==> src/design/io_pkg.sv <==
// shared widths, pad source encoding, register structs and address map for the io subsystem
`default_nettype none

package io_pkg;

  // largest pad count the register map has room for
  localparam int unsigned IO_MAX_PADS = 32;

  // owner of a pad, drives its out/oe and receives its input
  typedef enum logic [1:0] {
    PAD_SRC_GPIO   = 2'd0,
    PAD_SRC_PERIO  = 2'd1,
    PAD_SRC_FPGAIO = 2'd2,
    PAD_SRC_OFF    = 2'd3
  } pad_src_e;

  // pad cell configuration word
  typedef logic [5:0] pad_cfg_t;

  // one pad table entry, cfg in the upper bits and source in the low two
  typedef struct packed {
    pad_cfg_t cfg;
    pad_src_e src;
  } pad_entry_t;

  typedef logic [7:0]  reg_addr_t;
  typedef logic [31:0] reg_data_t;

  // single register access, plain strobe without handshake
  typedef struct packed {
    logic      we;
    reg_addr_t addr;
    reg_data_t wdata;
  } reg_req_t;

  // address map
  // pad n lives at PAD_ENTRY_BASE + n
  localparam reg_addr_t PAD_ENTRY_BASE = 8'h00;
  localparam reg_addr_t GPIO_OUT_ADDR  = 8'h20;
  localparam reg_addr_t GPIO_OE_ADDR   = 8'h21;
  // read only, returns the synchronized pad inputs
  localparam reg_addr_t GPIO_IN_ADDR   = 8'h22;

endpackage

`default_nettype wire

==> src/design/io_regs.sv <==
// register block holding the pad entry table and gpio registers, with registered readback
`timescale 1ns/1ps
`default_nettype none

module io_regs #(
  parameter int unsigned N_IO = 16
) (
  input  wire                                ref_clk_i,
  input  wire                                rst_i,
  // register access
  input  io_pkg::reg_req_t                   reg_req_i,
  output io_pkg::reg_data_t                  reg_rdata_o,
  // pad table towards the multiplexer
  output io_pkg::pad_entry_t [N_IO-1:0]      pad_entry_o,
  // gpio registers
  output logic               [N_IO-1:0]      gpio_out_o,
  output logic               [N_IO-1:0]      gpio_oe_o,
  input  wire                [N_IO-1:0]      gpio_in_i
);

  import io_pkg::*;

  localparam int unsigned EntryW = $bits(pad_entry_t);

  // every pad parked and unconfigured after reset
  localparam pad_entry_t EntryRst = '{cfg: '0, src: PAD_SRC_OFF};

  pad_entry_t [N_IO-1:0] entry_q;
  logic       [N_IO-1:0] gpio_out_q;
  logic       [N_IO-1:0] gpio_oe_q;

  // address decode
  reg_addr_t             entry_off;
  logic       [N_IO-1:0] entry_sel;
  logic                  gpio_out_sel;
  logic                  gpio_oe_sel;
  logic                  gpio_in_sel;

  reg_data_t             rdata_d;

  // one decode shared by the write and readback paths
  always_comb begin
    entry_off = reg_req_i.addr - PAD_ENTRY_BASE;
    for (int n = 0; n < N_IO; n++) begin
      entry_sel[n] = (entry_off == reg_addr_t'(n));
    end
    gpio_out_sel = (reg_req_i.addr == GPIO_OUT_ADDR);
    gpio_oe_sel  = (reg_req_i.addr == GPIO_OE_ADDR);
    gpio_in_sel  = (reg_req_i.addr == GPIO_IN_ADDR);
  end

  // pad entry table
  always_ff @(posedge ref_clk_i) begin
    if (rst_i) begin
      for (int n = 0; n < N_IO; n++) begin
        entry_q[n] <= EntryRst;
      end
    end else if (reg_req_i.we) begin
      for (int n = 0; n < N_IO; n++) begin
        // only the low byte of the data word is kept
        if (entry_sel[n]) begin
          entry_q[n] <= pad_entry_t'(reg_req_i.wdata[EntryW-1:0]);
        end
      end
    end
  end

  // gpio output and direction
  // writes to the input address fall through here untouched
  always_ff @(posedge ref_clk_i) begin
    if (rst_i) begin
      gpio_out_q <= '0;
      gpio_oe_q  <= '0;
    end else if (reg_req_i.we) begin
      if (gpio_out_sel) begin
        gpio_out_q <= reg_req_i.wdata[N_IO-1:0];
      end
      if (gpio_oe_sel) begin
        gpio_oe_q <= reg_req_i.wdata[N_IO-1:0];
      end
    end
  end

  // readback mux, unmapped addresses and unused pads give zero
  always_comb begin
    rdata_d = '0;
    for (int n = 0; n < N_IO; n++) begin
      if (entry_sel[n]) begin
        rdata_d[EntryW-1:0] = entry_q[n];
      end
    end
    if (gpio_out_sel) begin
      rdata_d[N_IO-1:0] = gpio_out_q;
    end
    if (gpio_oe_sel) begin
      rdata_d[N_IO-1:0] = gpio_oe_q;
    end
    if (gpio_in_sel) begin
      rdata_d[N_IO-1:0] = gpio_in_i;
    end
  end

  // sampled every cycle, so a read sees the state before a same-cycle write
  always_ff @(posedge ref_clk_i) begin
    if (rst_i) begin
      reg_rdata_o <= '0;
    end else begin
      reg_rdata_o <= rdata_d;
    end
  end

  assign pad_entry_o = entry_q;
  assign gpio_out_o  = gpio_out_q;
  assign gpio_oe_o   = gpio_oe_q;

endmodule

`default_nettype wire

==> src/design/io_subsystem.sv <==
// top of the io subsystem, register block steering the pad multiplexer
`timescale 1ns/1ps
`default_nettype none

module io_subsystem #(
  parameter int unsigned N_IO = 16
) (
  input  wire                                ref_clk_i,
  input  wire                                rst_i,
  // register access
  input  io_pkg::reg_req_t                   reg_req_i,
  output io_pkg::reg_data_t                  reg_rdata_o,
  // peripheral io bus
  input  wire                [N_IO-1:0]      perio_out_i,
  input  wire                [N_IO-1:0]      perio_oe_i,
  output logic               [N_IO-1:0]      perio_in_o,
  // efpga io bus
  input  wire                [N_IO-1:0]      fpgaio_out_i,
  input  wire                [N_IO-1:0]      fpgaio_oe_i,
  output logic               [N_IO-1:0]      fpgaio_in_o,
  // pad side, split into in/out/oe
  input  wire                [N_IO-1:0]      io_in_i,
  output logic               [N_IO-1:0]      io_out_o,
  output logic               [N_IO-1:0]      io_oe_o,
  output io_pkg::pad_cfg_t   [N_IO-1:0]      pad_cfg_o
);

  import io_pkg::*;

  // register block to multiplexer
  pad_entry_t [N_IO-1:0] s_pad_entry;
  logic       [N_IO-1:0] s_gpio_out;
  logic       [N_IO-1:0] s_gpio_oe;
  // synchronized inputs back into the gpio register
  logic       [N_IO-1:0] s_gpio_in;

  io_regs #(
    .N_IO(N_IO)
  ) i_io_regs (
    .ref_clk_i  (ref_clk_i),
    .rst_i      (rst_i),
    .reg_req_i  (reg_req_i),
    .reg_rdata_o(reg_rdata_o),
    .pad_entry_o(s_pad_entry),
    .gpio_out_o (s_gpio_out),
    .gpio_oe_o  (s_gpio_oe),
    .gpio_in_i  (s_gpio_in)
  );

  pad_mux #(
    .N_IO(N_IO)
  ) i_pad_mux (
    .ref_clk_i   (ref_clk_i),
    .rst_i       (rst_i),
    .pad_entry_i (s_pad_entry),
    .gpio_out_i  (s_gpio_out),
    .gpio_oe_i   (s_gpio_oe),
    .perio_out_i (perio_out_i),
    .perio_oe_i  (perio_oe_i),
    .fpgaio_out_i(fpgaio_out_i),
    .fpgaio_oe_i (fpgaio_oe_i),
    .io_in_i     (io_in_i),
    .io_out_o    (io_out_o),
    .io_oe_o     (io_oe_o),
    .pad_cfg_o   (pad_cfg_o),
    .perio_in_o  (perio_in_o),
    .fpgaio_in_o (fpgaio_in_o),
    .gpio_in_o   (s_gpio_in)
  );

endmodule

`default_nettype wire

==> src/design/pad_mux.sv <==
// per-pad selection of out/oe from the owning source, plus input sync and routing back
`timescale 1ns/1ps
`default_nettype none

module pad_mux #(
  parameter int unsigned N_IO = 16
) (
  input  wire                                ref_clk_i,
  input  wire                                rst_i,
  // pad table from the register block
  input  io_pkg::pad_entry_t [N_IO-1:0]      pad_entry_i,
  // source side outputs
  input  wire                [N_IO-1:0]      gpio_out_i,
  input  wire                [N_IO-1:0]      gpio_oe_i,
  input  wire                [N_IO-1:0]      perio_out_i,
  input  wire                [N_IO-1:0]      perio_oe_i,
  input  wire                [N_IO-1:0]      fpgaio_out_i,
  input  wire                [N_IO-1:0]      fpgaio_oe_i,
  // pad side
  input  wire                [N_IO-1:0]      io_in_i,
  output logic               [N_IO-1:0]      io_out_o,
  output logic               [N_IO-1:0]      io_oe_o,
  output io_pkg::pad_cfg_t   [N_IO-1:0]      pad_cfg_o,
  // synchronized inputs back to the sources
  output logic               [N_IO-1:0]      perio_in_o,
  output logic               [N_IO-1:0]      fpgaio_in_o,
  output logic               [N_IO-1:0]      gpio_in_o
);

  import io_pkg::*;

  // one-hot owner per pad, all zero for a parked pad
  logic [N_IO-1:0] own_gpio;
  logic [N_IO-1:0] own_perio;
  logic [N_IO-1:0] own_fpgaio;

  // two stage synchronizer
  logic [N_IO-1:0] io_in_meta;
  logic [N_IO-1:0] io_in_sync;

  always_comb begin
    for (int n = 0; n < N_IO; n++) begin
      own_gpio[n]   = 1'b0;
      own_perio[n]  = 1'b0;
      own_fpgaio[n] = 1'b0;
      case (pad_entry_i[n].src)
        PAD_SRC_GPIO:   own_gpio[n]   = 1'b1;
        PAD_SRC_PERIO:  own_perio[n]  = 1'b1;
        PAD_SRC_FPGAIO: own_fpgaio[n] = 1'b1;
        default:        ;
      endcase
      // cfg goes to the pad cell whoever owns it
      pad_cfg_o[n] = pad_entry_i[n].cfg;
    end
  end

  // output path is purely combinational
  assign io_out_o = (gpio_out_i   & own_gpio)
                  | (perio_out_i  & own_perio)
                  | (fpgaio_out_i & own_fpgaio);

  // parked pads end up with oe low and so stay tristated
  assign io_oe_o  = (gpio_oe_i    & own_gpio)
                  | (perio_oe_i   & own_perio)
                  | (fpgaio_oe_i  & own_fpgaio);

  always_ff @(posedge ref_clk_i) begin
    if (rst_i) begin
      io_in_meta <= '0;
      io_in_sync <= '0;
    end else begin
      io_in_meta <= io_in_i;
      io_in_sync <= io_in_meta;
    end
  end

  // peripheral and fpga only see pads they own
  assign perio_in_o  = io_in_sync & own_perio;
  assign fpgaio_in_o = io_in_sync & own_fpgaio;

  // gpio input register reads every pad regardless of owner
  assign gpio_in_o   = io_in_sync;

endmodule

`default_nettype wire

==> config.mk <==
export PLATFORM = sky130hd
export DESIGN_NAME = io_subsystem
export DESIGN_NICKNAME = d
export VERILOG_FILES = /design/src/design/io_pkg.sv /design/src/design/io_regs.sv /design/src/design/io_subsystem.sv /design/src/design/pad_mux.sv
export SDC_FILE = /design/constraint.sdc
export NUM_CORES = 1
export LEC_CHECK = 0
export BUFFER_PORTS_ARGS = -buffer_cell sky130_fd_sc_hd__buf_4
export CAP_MARGIN = 5
export CORE_UTILIZATION = 40
export DETAILED_ROUTE_END_ITERATION = 7
export MAX_ROUTING_LAYER = met4
export PLACE_DENSITY = 0.65
export SLEW_MARGIN = 10
export SYNTH_ARGS = -nofsm -noshare
export SYNTH_HDL_FRONTEND = slang
export SYNTH_SLANG_ARGS = --single-unit
==> constraint.sdc <==
create_clock -name ref_clk_i -period 2.7 [get_ports ref_clk_i]
set_input_delay 0.54 -clock ref_clk_i [delete_from_list [all_inputs] [get_ports ref_clk_i]]
set_output_delay 0.54 -clock ref_clk_i [all_outputs]
set_load 0.05 [all_outputs]
* Yosys cells after proc, flatten, opt, wreduce, memory -nomap -nowiden
Index checks and enable logic that the tools add are counted.
Storage, ports and cells: bits in registers 224, output and inout port bits 192, bits of input ports 123, word-level logic and storage cells 202
Cells by class: equality and inequality tests 50, bitwise gates (word level) 12, reductions and logical operators 35, muxes and demuxes 67
Operators with widths (count):
- $and 16x16->16 | 8
- $mux 8 | 16
- $eq 8x4->1 const B | 8
- $or 16x16->16 | 4
- $mux 1 | 48
- $mux 16 | 3
- $reduce_and 2->1 | 18
- $eq 2x1->1 const B | 16
- $eq 2x2->1 const B | 16
- $eq 8x3->1 const B | 4
- $logic_not 2->1 | 16
- $eq 8x6->1 const B | 3
- $eq 8x2->1 const B | 2
- $eq 8x1->1 const B | 1
- $logic_not 8->1 | 1

* Longest topological paths before layout
depth after elaboration 20, mapped depth 8, gate-level depth less buffers 6

* Hierarchy
From an unflattened synthesis, not the netlist that was laid out.
Unflattened totals: cell total of the unflattened synthesis 1383, area, all modules 10767.8 um2
Modules (own cells, without submodules):
- io_regs | cells an instance 1092, seq. area each 3523.4 um2, area each 8270.4 um2, times used 1
- pad_mux | cells an instance 291, seq. area each 640.6 um2, area each 2497.4 um2, times used 1

* Worst setup path after synthesis
OpenSTA, ideal clock, no wires.
path kind input -> register, start input reg_req_i[39] in the netlist's numbering, end register i_io_regs.reg_rdata_o[5], path buffers 1, setup slack 417 ps, arrival time 2160 ps, stages on the path 6, library setup time 123 ps, required time 2577 ps, cell sequence or4_4 -> or3_1 -> buf_2 -> o311a_1 -> nor4_1 -> o21ai_1
On the way: cells in the longest elaborated chain, start to end 20, elaborated cells on any way between the ends 38, classes of those cells eq/ne: 18; mux: 19; reduce/logical: 1
Ends and longest elaborated chain:
- from (decl) | line io_subsystem.sv:11 | input io_pkg::reg_req_t reg_req_i,
- $logic_not 8->1 | line io_regs.sv:45 | entry_sel[n] = (entry_off == reg_addr_t'(n));
- $mux 8 (16 in a row) | line io_regs.sv:88 | if (entry_sel[n]) begin
- $mux 16 | line io_regs.sv:92 | if (gpio_out_sel) begin
- $mux 16 | line io_regs.sv:95 | if (gpio_oe_sel) begin
- $mux 16 * | line io_regs.sv:98 | if (gpio_in_sel) begin
- to (signal assigned) | line io_regs.sv:108 | reg_rdata_o <= rdata_d;
- to (decl) | line io_regs.sv:12 | output io_pkg::reg_data_t reg_rdata_o,
Mark *: on every way between the ends. The rest lies on a longest branch, timed or not. A chain may end at the register's enable or synchronous reset.

* Final worst setup path
start register i_io_regs.entry_q (netlist bit i_io_regs.pad_entry_o[49]), end output io_oe_o[6]
On the way: cells in the longest elaborated chain, start to end 5, elaborated cells on any way between the ends 11, classes of those cells eq/ne: 2; mux: 3; bitwise: 5; reduce/logical: 1
Ends and longest elaborated chain:
- from (decl) | line io_regs.sv:28 | pad_entry_t [N_IO-1:0] entry_q;
- from (signal, indexed assignment) | line io_regs.sv:56 | entry_q[n] <= EntryRst;
- from (signal, indexed assignment) | line io_regs.sv:62 | entry_q[n] <= pad_entry_t'(reg_req_i.wdata[EntryW-1:0]);
- $eq 2x1->1 or $logic_not 2->1 (tied branches) | line pad_mux.sv:46 | case (pad_entry_i[n].src)
- $mux 1 | line pad_mux.sv:46
- $and 16x16->16 (on tied branches) | line pad_mux.sv:64, pad_mux.sv:63
- $or 16x16->16 | line pad_mux.sv:64 | | (perio_oe_i & own_perio)
- $or 16x16->16 * | line pad_mux.sv:65 | | (fpgaio_oe_i & own_fpgaio);
- to (decl) | line io_subsystem.sv:24 | output logic [N_IO-1:0] io_oe_o,
Marked as above.

==> impl_metrics.xml <==
<?xml version="1.0" encoding="UTF-8"?>
<metrics>
  <group name="outcome">
    <metric name="outcome" unit="">completed</metric>
  </group>
  <group name="cells_and_area">
    <metric name="finalCoreUtilization" unit="">0.521</metric>
    <metric name="most-common-layout-cells" unit="">366 x nand2_1, 339 x buf_4, 208 x dfxtp_1</metric>
    <metric name="drive_gt1_frac" unit="">0.265</metric>
    <metric name="antennaDiodeCount" unit="">0</metric>
    <metric name="nNetsFinal" unit="">1683</metric>
    <metric name="syn2layout_area_growth" unit="%">26.4</metric>
    <metric name="layout.cells.most_common" unit="">nand2_1</metric>
  </group>
  <group name="timing">
    <metric name="setup_repair_after_global_routing_missed_its_margin" unit="">false</metric>
    <metric name="final_critical_delay_including_setup_and_external_delays" unit="ns">2.22</metric>
    <metric name="post_route_fraction_of_the_period_consumed_by_the_critical_path" unit="">0.822</metric>
    <metric name="tightestPinTransition" unit="ns">0.878</metric>
    <metric name="fin_skew" unit="ns">0.0126</metric>
    <metric name="finalMaxSlewViolations" unit="">0</metric>
    <metric name="max_clock_freq" unit="MHz">450</metric>
    <metric name="totalNegativeSetupSlack" unit="ns">0</metric>
    <metric name="final-setup-viol-count" unit="">0</metric>
    <metric name="finalHoldViolations" unit="">0</metric>
    <metric name="slew_headroom" unit="">0.413</metric>
  </group>
  <group name="clocking">
    <metric name="clock_path_buffers" unit="">3</metric>
    <metric name="post_cts.resized_instances" unit="">0</metric>
    <metric name="ctsHoldBuffers" unit="">0</metric>
    <metric name="cts.clk_slew.worst_paths" unit="ns">0.07</metric>
    <metric name="postCtsSetupBuffers" unit="">0</metric>
    <metric name="clkLatencyLatePin" unit="ns">0.51</metric>
    <metric name="cts-root-buf" unit="">clkbuf_16</metric>
    <metric name="numCtsBuffers" unit="">23</metric>
    <metric name="htreeDepth" unit="">1</metric>
    <metric name="tritoncts" unit="">yes</metric>
    <metric name="numClockSinks" unit="">208</metric>
  </group>
  <group name="critical_path">
    <metric name="critical_path_arrival" unit="ns">1.68</metric>
    <metric name="critPathTopFamily" unit="">flip-flops</metric>
    <metric name="timing.critical_path.required" unit="ns">2.16</metric>
    <metric name="cp.buffers_inverters" unit="">1</metric>
    <metric name="rrSetupSlack" unit="ns">0.85</metric>
    <metric name="start_kind" unit="">flop</metric>
    <metric name="worst_r2r_path_depth" unit="">6</metric>
    <metric name="setup.worst_path.start" unit="">i_io_regs.pad_entry_o[49]</metric>
    <metric name="r2r-end" unit="">i_io_regs.reg_rdata_o[6]</metric>
    <metric name="type_of_the_worst_setup_path" unit="">flop to primary output</metric>
    <metric name="timing.rr.start" unit="">i_io_regs.pad_entry_o[30]</metric>
    <metric name="critical_path.slowest_cell" unit="">dfxtp_1</metric>
    <metric name="critical_path.endpoint_type" unit="">primary output</metric>
    <metric name="timing.critical_path.to" unit="">io_oe_o[6]</metric>
    <metric name="timing.critical_path.cells" unit="">nor2b_1 &gt; nand2_1 &gt; o21ai_0 &gt; buf_4</metric>
    <metric name="cpPeakStageDelay" unit="ns">0.51</metric>
    <metric name="crit_cells" unit="">4</metric>
    <metric name="path_max_fanout" unit="">7</metric>
  </group>
  <group name="yosys">
    <metric name="ys_dominant_reg_cell" unit="">dfxtp_1</metric>
    <metric name="synth_area" unit="µm²">10500</metric>
    <metric name="synth_cell_type_count" unit="">55</metric>
    <metric name="syn-instance-count" unit="">1366</metric>
    <metric name="synth-warning-count" unit="">0</metric>
    <metric name="synth.avg_cell_area" unit="µm²">7.67</metric>
    <metric name="number_of_flip_flops_and_latches_in_the_synthesized_netlist" unit="">208</metric>
    <metric name="ys_seq_area_frac" unit="">0.397</metric>
    <metric name="synth-edff-count" unit="">0</metric>
    <metric name="synth-async-reset-ratio" unit="">0</metric>
  </group>
  <group name="floorplan">
    <metric name="initial_cell_density_of_the_core" unit="">0.412</metric>
    <metric name="fp-row-count" unit="">58</metric>
    <metric name="placeableCoreArea" unit="µm²">25400</metric>
    <metric name="die_area" unit="µm²">26800</metric>
    <metric name="ioPinCount" unit="">315</metric>
    <metric name="die_width" unit="µm">164</metric>
    <metric name="fp.dieH" unit="µm">164</metric>
  </group>
  <group name="detailed_routing">
    <metric name="drc" unit="">0</metric>
    <metric name="detail_route.iter0.violations" unit="">982</metric>
    <metric name="vias_per_cell" unit="">5.42</metric>
    <metric name="vias" unit="">10330</metric>
    <metric name="route.detailed.wl_per_inst" unit="µm">20.3</metric>
    <metric name="drtAntennaViolNets" unit="">0</metric>
    <metric name="detail_route.first_pass.iterations" unit="">5</metric>
    <metric name="detail_route.wirelength" unit="µm">38700</metric>
  </group>
  <group name="global_route">
    <metric name="grt_pass1_wl" unit="µm">56900</metric>
    <metric name="via_count_of_the_first_global_routing_pass" unit="">9372</metric>
    <metric name="grt_antenna_before_repair" unit="">0</metric>
    <metric name="overflow" unit="">0</metric>
    <metric name="grtUsageTotal" unit="">0.289</metric>
    <metric name="grt_start_max_net_pins" unit="">166</metric>
  </group>
  <group name="worst_hold_path">
    <metric name="worst_hold_path.num_cells" unit="">2</metric>
    <metric name="min_path_type" unit="">primary input to flop</metric>
  </group>
  <group name="pwr">
    <metric name="power.density" unit="nW/µm²">522</metric>
    <metric name="vdd_drop_max" unit="V">0.000387</metric>
    <metric name="static-leakage-power" unit="nW">5.75</metric>
  </group>
  <group name="placement">
    <metric name="post-dp-hpwl" unit="µm">28300</metric>
    <metric name="place.gp.congestion" unit="">0.940</metric>
    <metric name="port-buffer-count" unit="">282</metric>
  </group>
  <group name="flow_run">
    <metric name="drv.max_cap_violation_count" unit="">0</metric>
  </group>
</metrics>
[cell usage after synthesis, types with 2 or more instances]
cell type	count	share of area
a22oi_1	6	0.0043
mux2i_1	69	0.066
nand2_1	366	0.13
nand3_1	55	0.026
nor2_2	7	0.0042
clkbuf_1	58	0.021
a221oi_1	2	0.0017
buf_4	112	0.080
o31ai_1	3	0.0021
dfxtp_1	208	0.40
buf_2	15	0.0072
nor2_1	81	0.029
inv_1	2	0.00072
mux4_2	5	0.011
a31oi_1	4	0.0024
a311o_1	2	0.0019
o21ai_0	48	0.023
a21oi_1	146	0.070
or3_1	3	0.0018
o211ai_1	3	0.0021
nor2b_1	53	0.032
o311a_1	2	0.0019
o221ai_1	7	0.0059
nand2b_1	7	0.0042
buf_1	6	0.0021
nor4_1	3	0.0018
a211oi_1	10	0.0072
mux2_2	12	0.013
o22ai_1	18	0.011
and2_1	17	0.010
a32oi_1	3	0.0025
o32ai_1	2	0.0017
nor3_1	8	0.0038
a22o_1	2	0.0017
[area by class of cell]
cell class	instances	area [µm²]
Clock buffer	30	652
Sequential cell	208	4160
Inverter	4	15.0
Tap cell	330	413
Clock inverter	11	123
Fill cell	2470	12200
Multi-Input combinational cell	977	5190
Timing Repair Buffer	346	2690
[registers in the layout, summed over array words and instances, names as in the netlist]
signal                 cells
i_pad_mux.io_in_meta      16
i_io_regs.gpio_oe_o       16
i_io_regs.gpio_out_o      16
i_io_regs.reg_rdata_o     16
i_io_regs.pad_entry_o    128
i_pad_mux.gpio_in_o       16
[power by group]
group	switching (mW)	total [mW]	internal, mW
Clock	1.33	3.23	1.90
Combinational	0.356	0.569	0.213
Sequential	0.0190	3.12	3.10
Total	1.70	6.91	5.21
[worst reg2reg max path: stages, from the launching register on]
cell      delay, ns
dfxtp_1        0.33
mux4_2         0.53
a32oi_1        0.20
a22oi_1        0.14
a311oi_1       0.26
buf_4          0.17
o22ai_1        0.08
[metrics by stage]
| step | instance area, µm² | power, mW | worst slack [ns] | std cells | hold WS [ns] |
|---|---|---|---|---|---|
| after floorplan | 10500 | 3.49 | 0.417 | 1381 | 0.414 |
| after global placement | 12500 | 3.74 | 0.120 | 1865 | 0.417 |
| after detailed placement | 12500 | 3.75 | 0.0686 | 1865 | 0.424 |
| after CTS | 13200 | 6.92 | 0.475 | 1906 | 0.225 |
| after global routing | 13200 | 7.10 | 0.394 | 1906 | 0.233 |
| final | 13200 | 6.91 | 0.480 | 1906 | 0.237 |
[cell families after synthesis]
group,after synthesis,share of synthesized area
muxes,86,0.0896
buffers and inverters,196,0.113
other,1,0.000358
AOI/OAI and AO/OA,268,0.149
and+or+nand+nor,607,0.250
DFF,208,0.397
[worst min-delay path by stage]
stage          slack, ns                      from                      end
3_5_place_dp        0.42  i_pad_mux.io_in_meta[14]  i_pad_mux.gpio_in_o[14]
4_1_cts             0.23                io_in_i[9]  i_pad_mux.io_in_meta[9]
5_1_grt             0.23                io_in_i[2]  i_pad_mux.io_in_meta[2]
6_report            0.24                io_in_i[9]  i_pad_mux.io_in_meta[9]
2_1_floorplan       0.41   i_pad_mux.io_in_meta[0]   i_pad_mux.gpio_in_o[0]
3_3_place_gp        0.42   i_pad_mux.io_in_meta[9]   i_pad_mux.gpio_in_o[9]
[routing by layer]
metal / GRT usage / vias up / wire (µm)
li1: - / 4877 / -
met4: 0.105 / 0 / 1240
met5: - / - / 0
met1: 0.379 / 4841 / 15800
met3: 0.0452 / 84 / 3710
met2: 0.448 / 528 / 17900
Note: power is estimated with default switching activity, not from simulation.
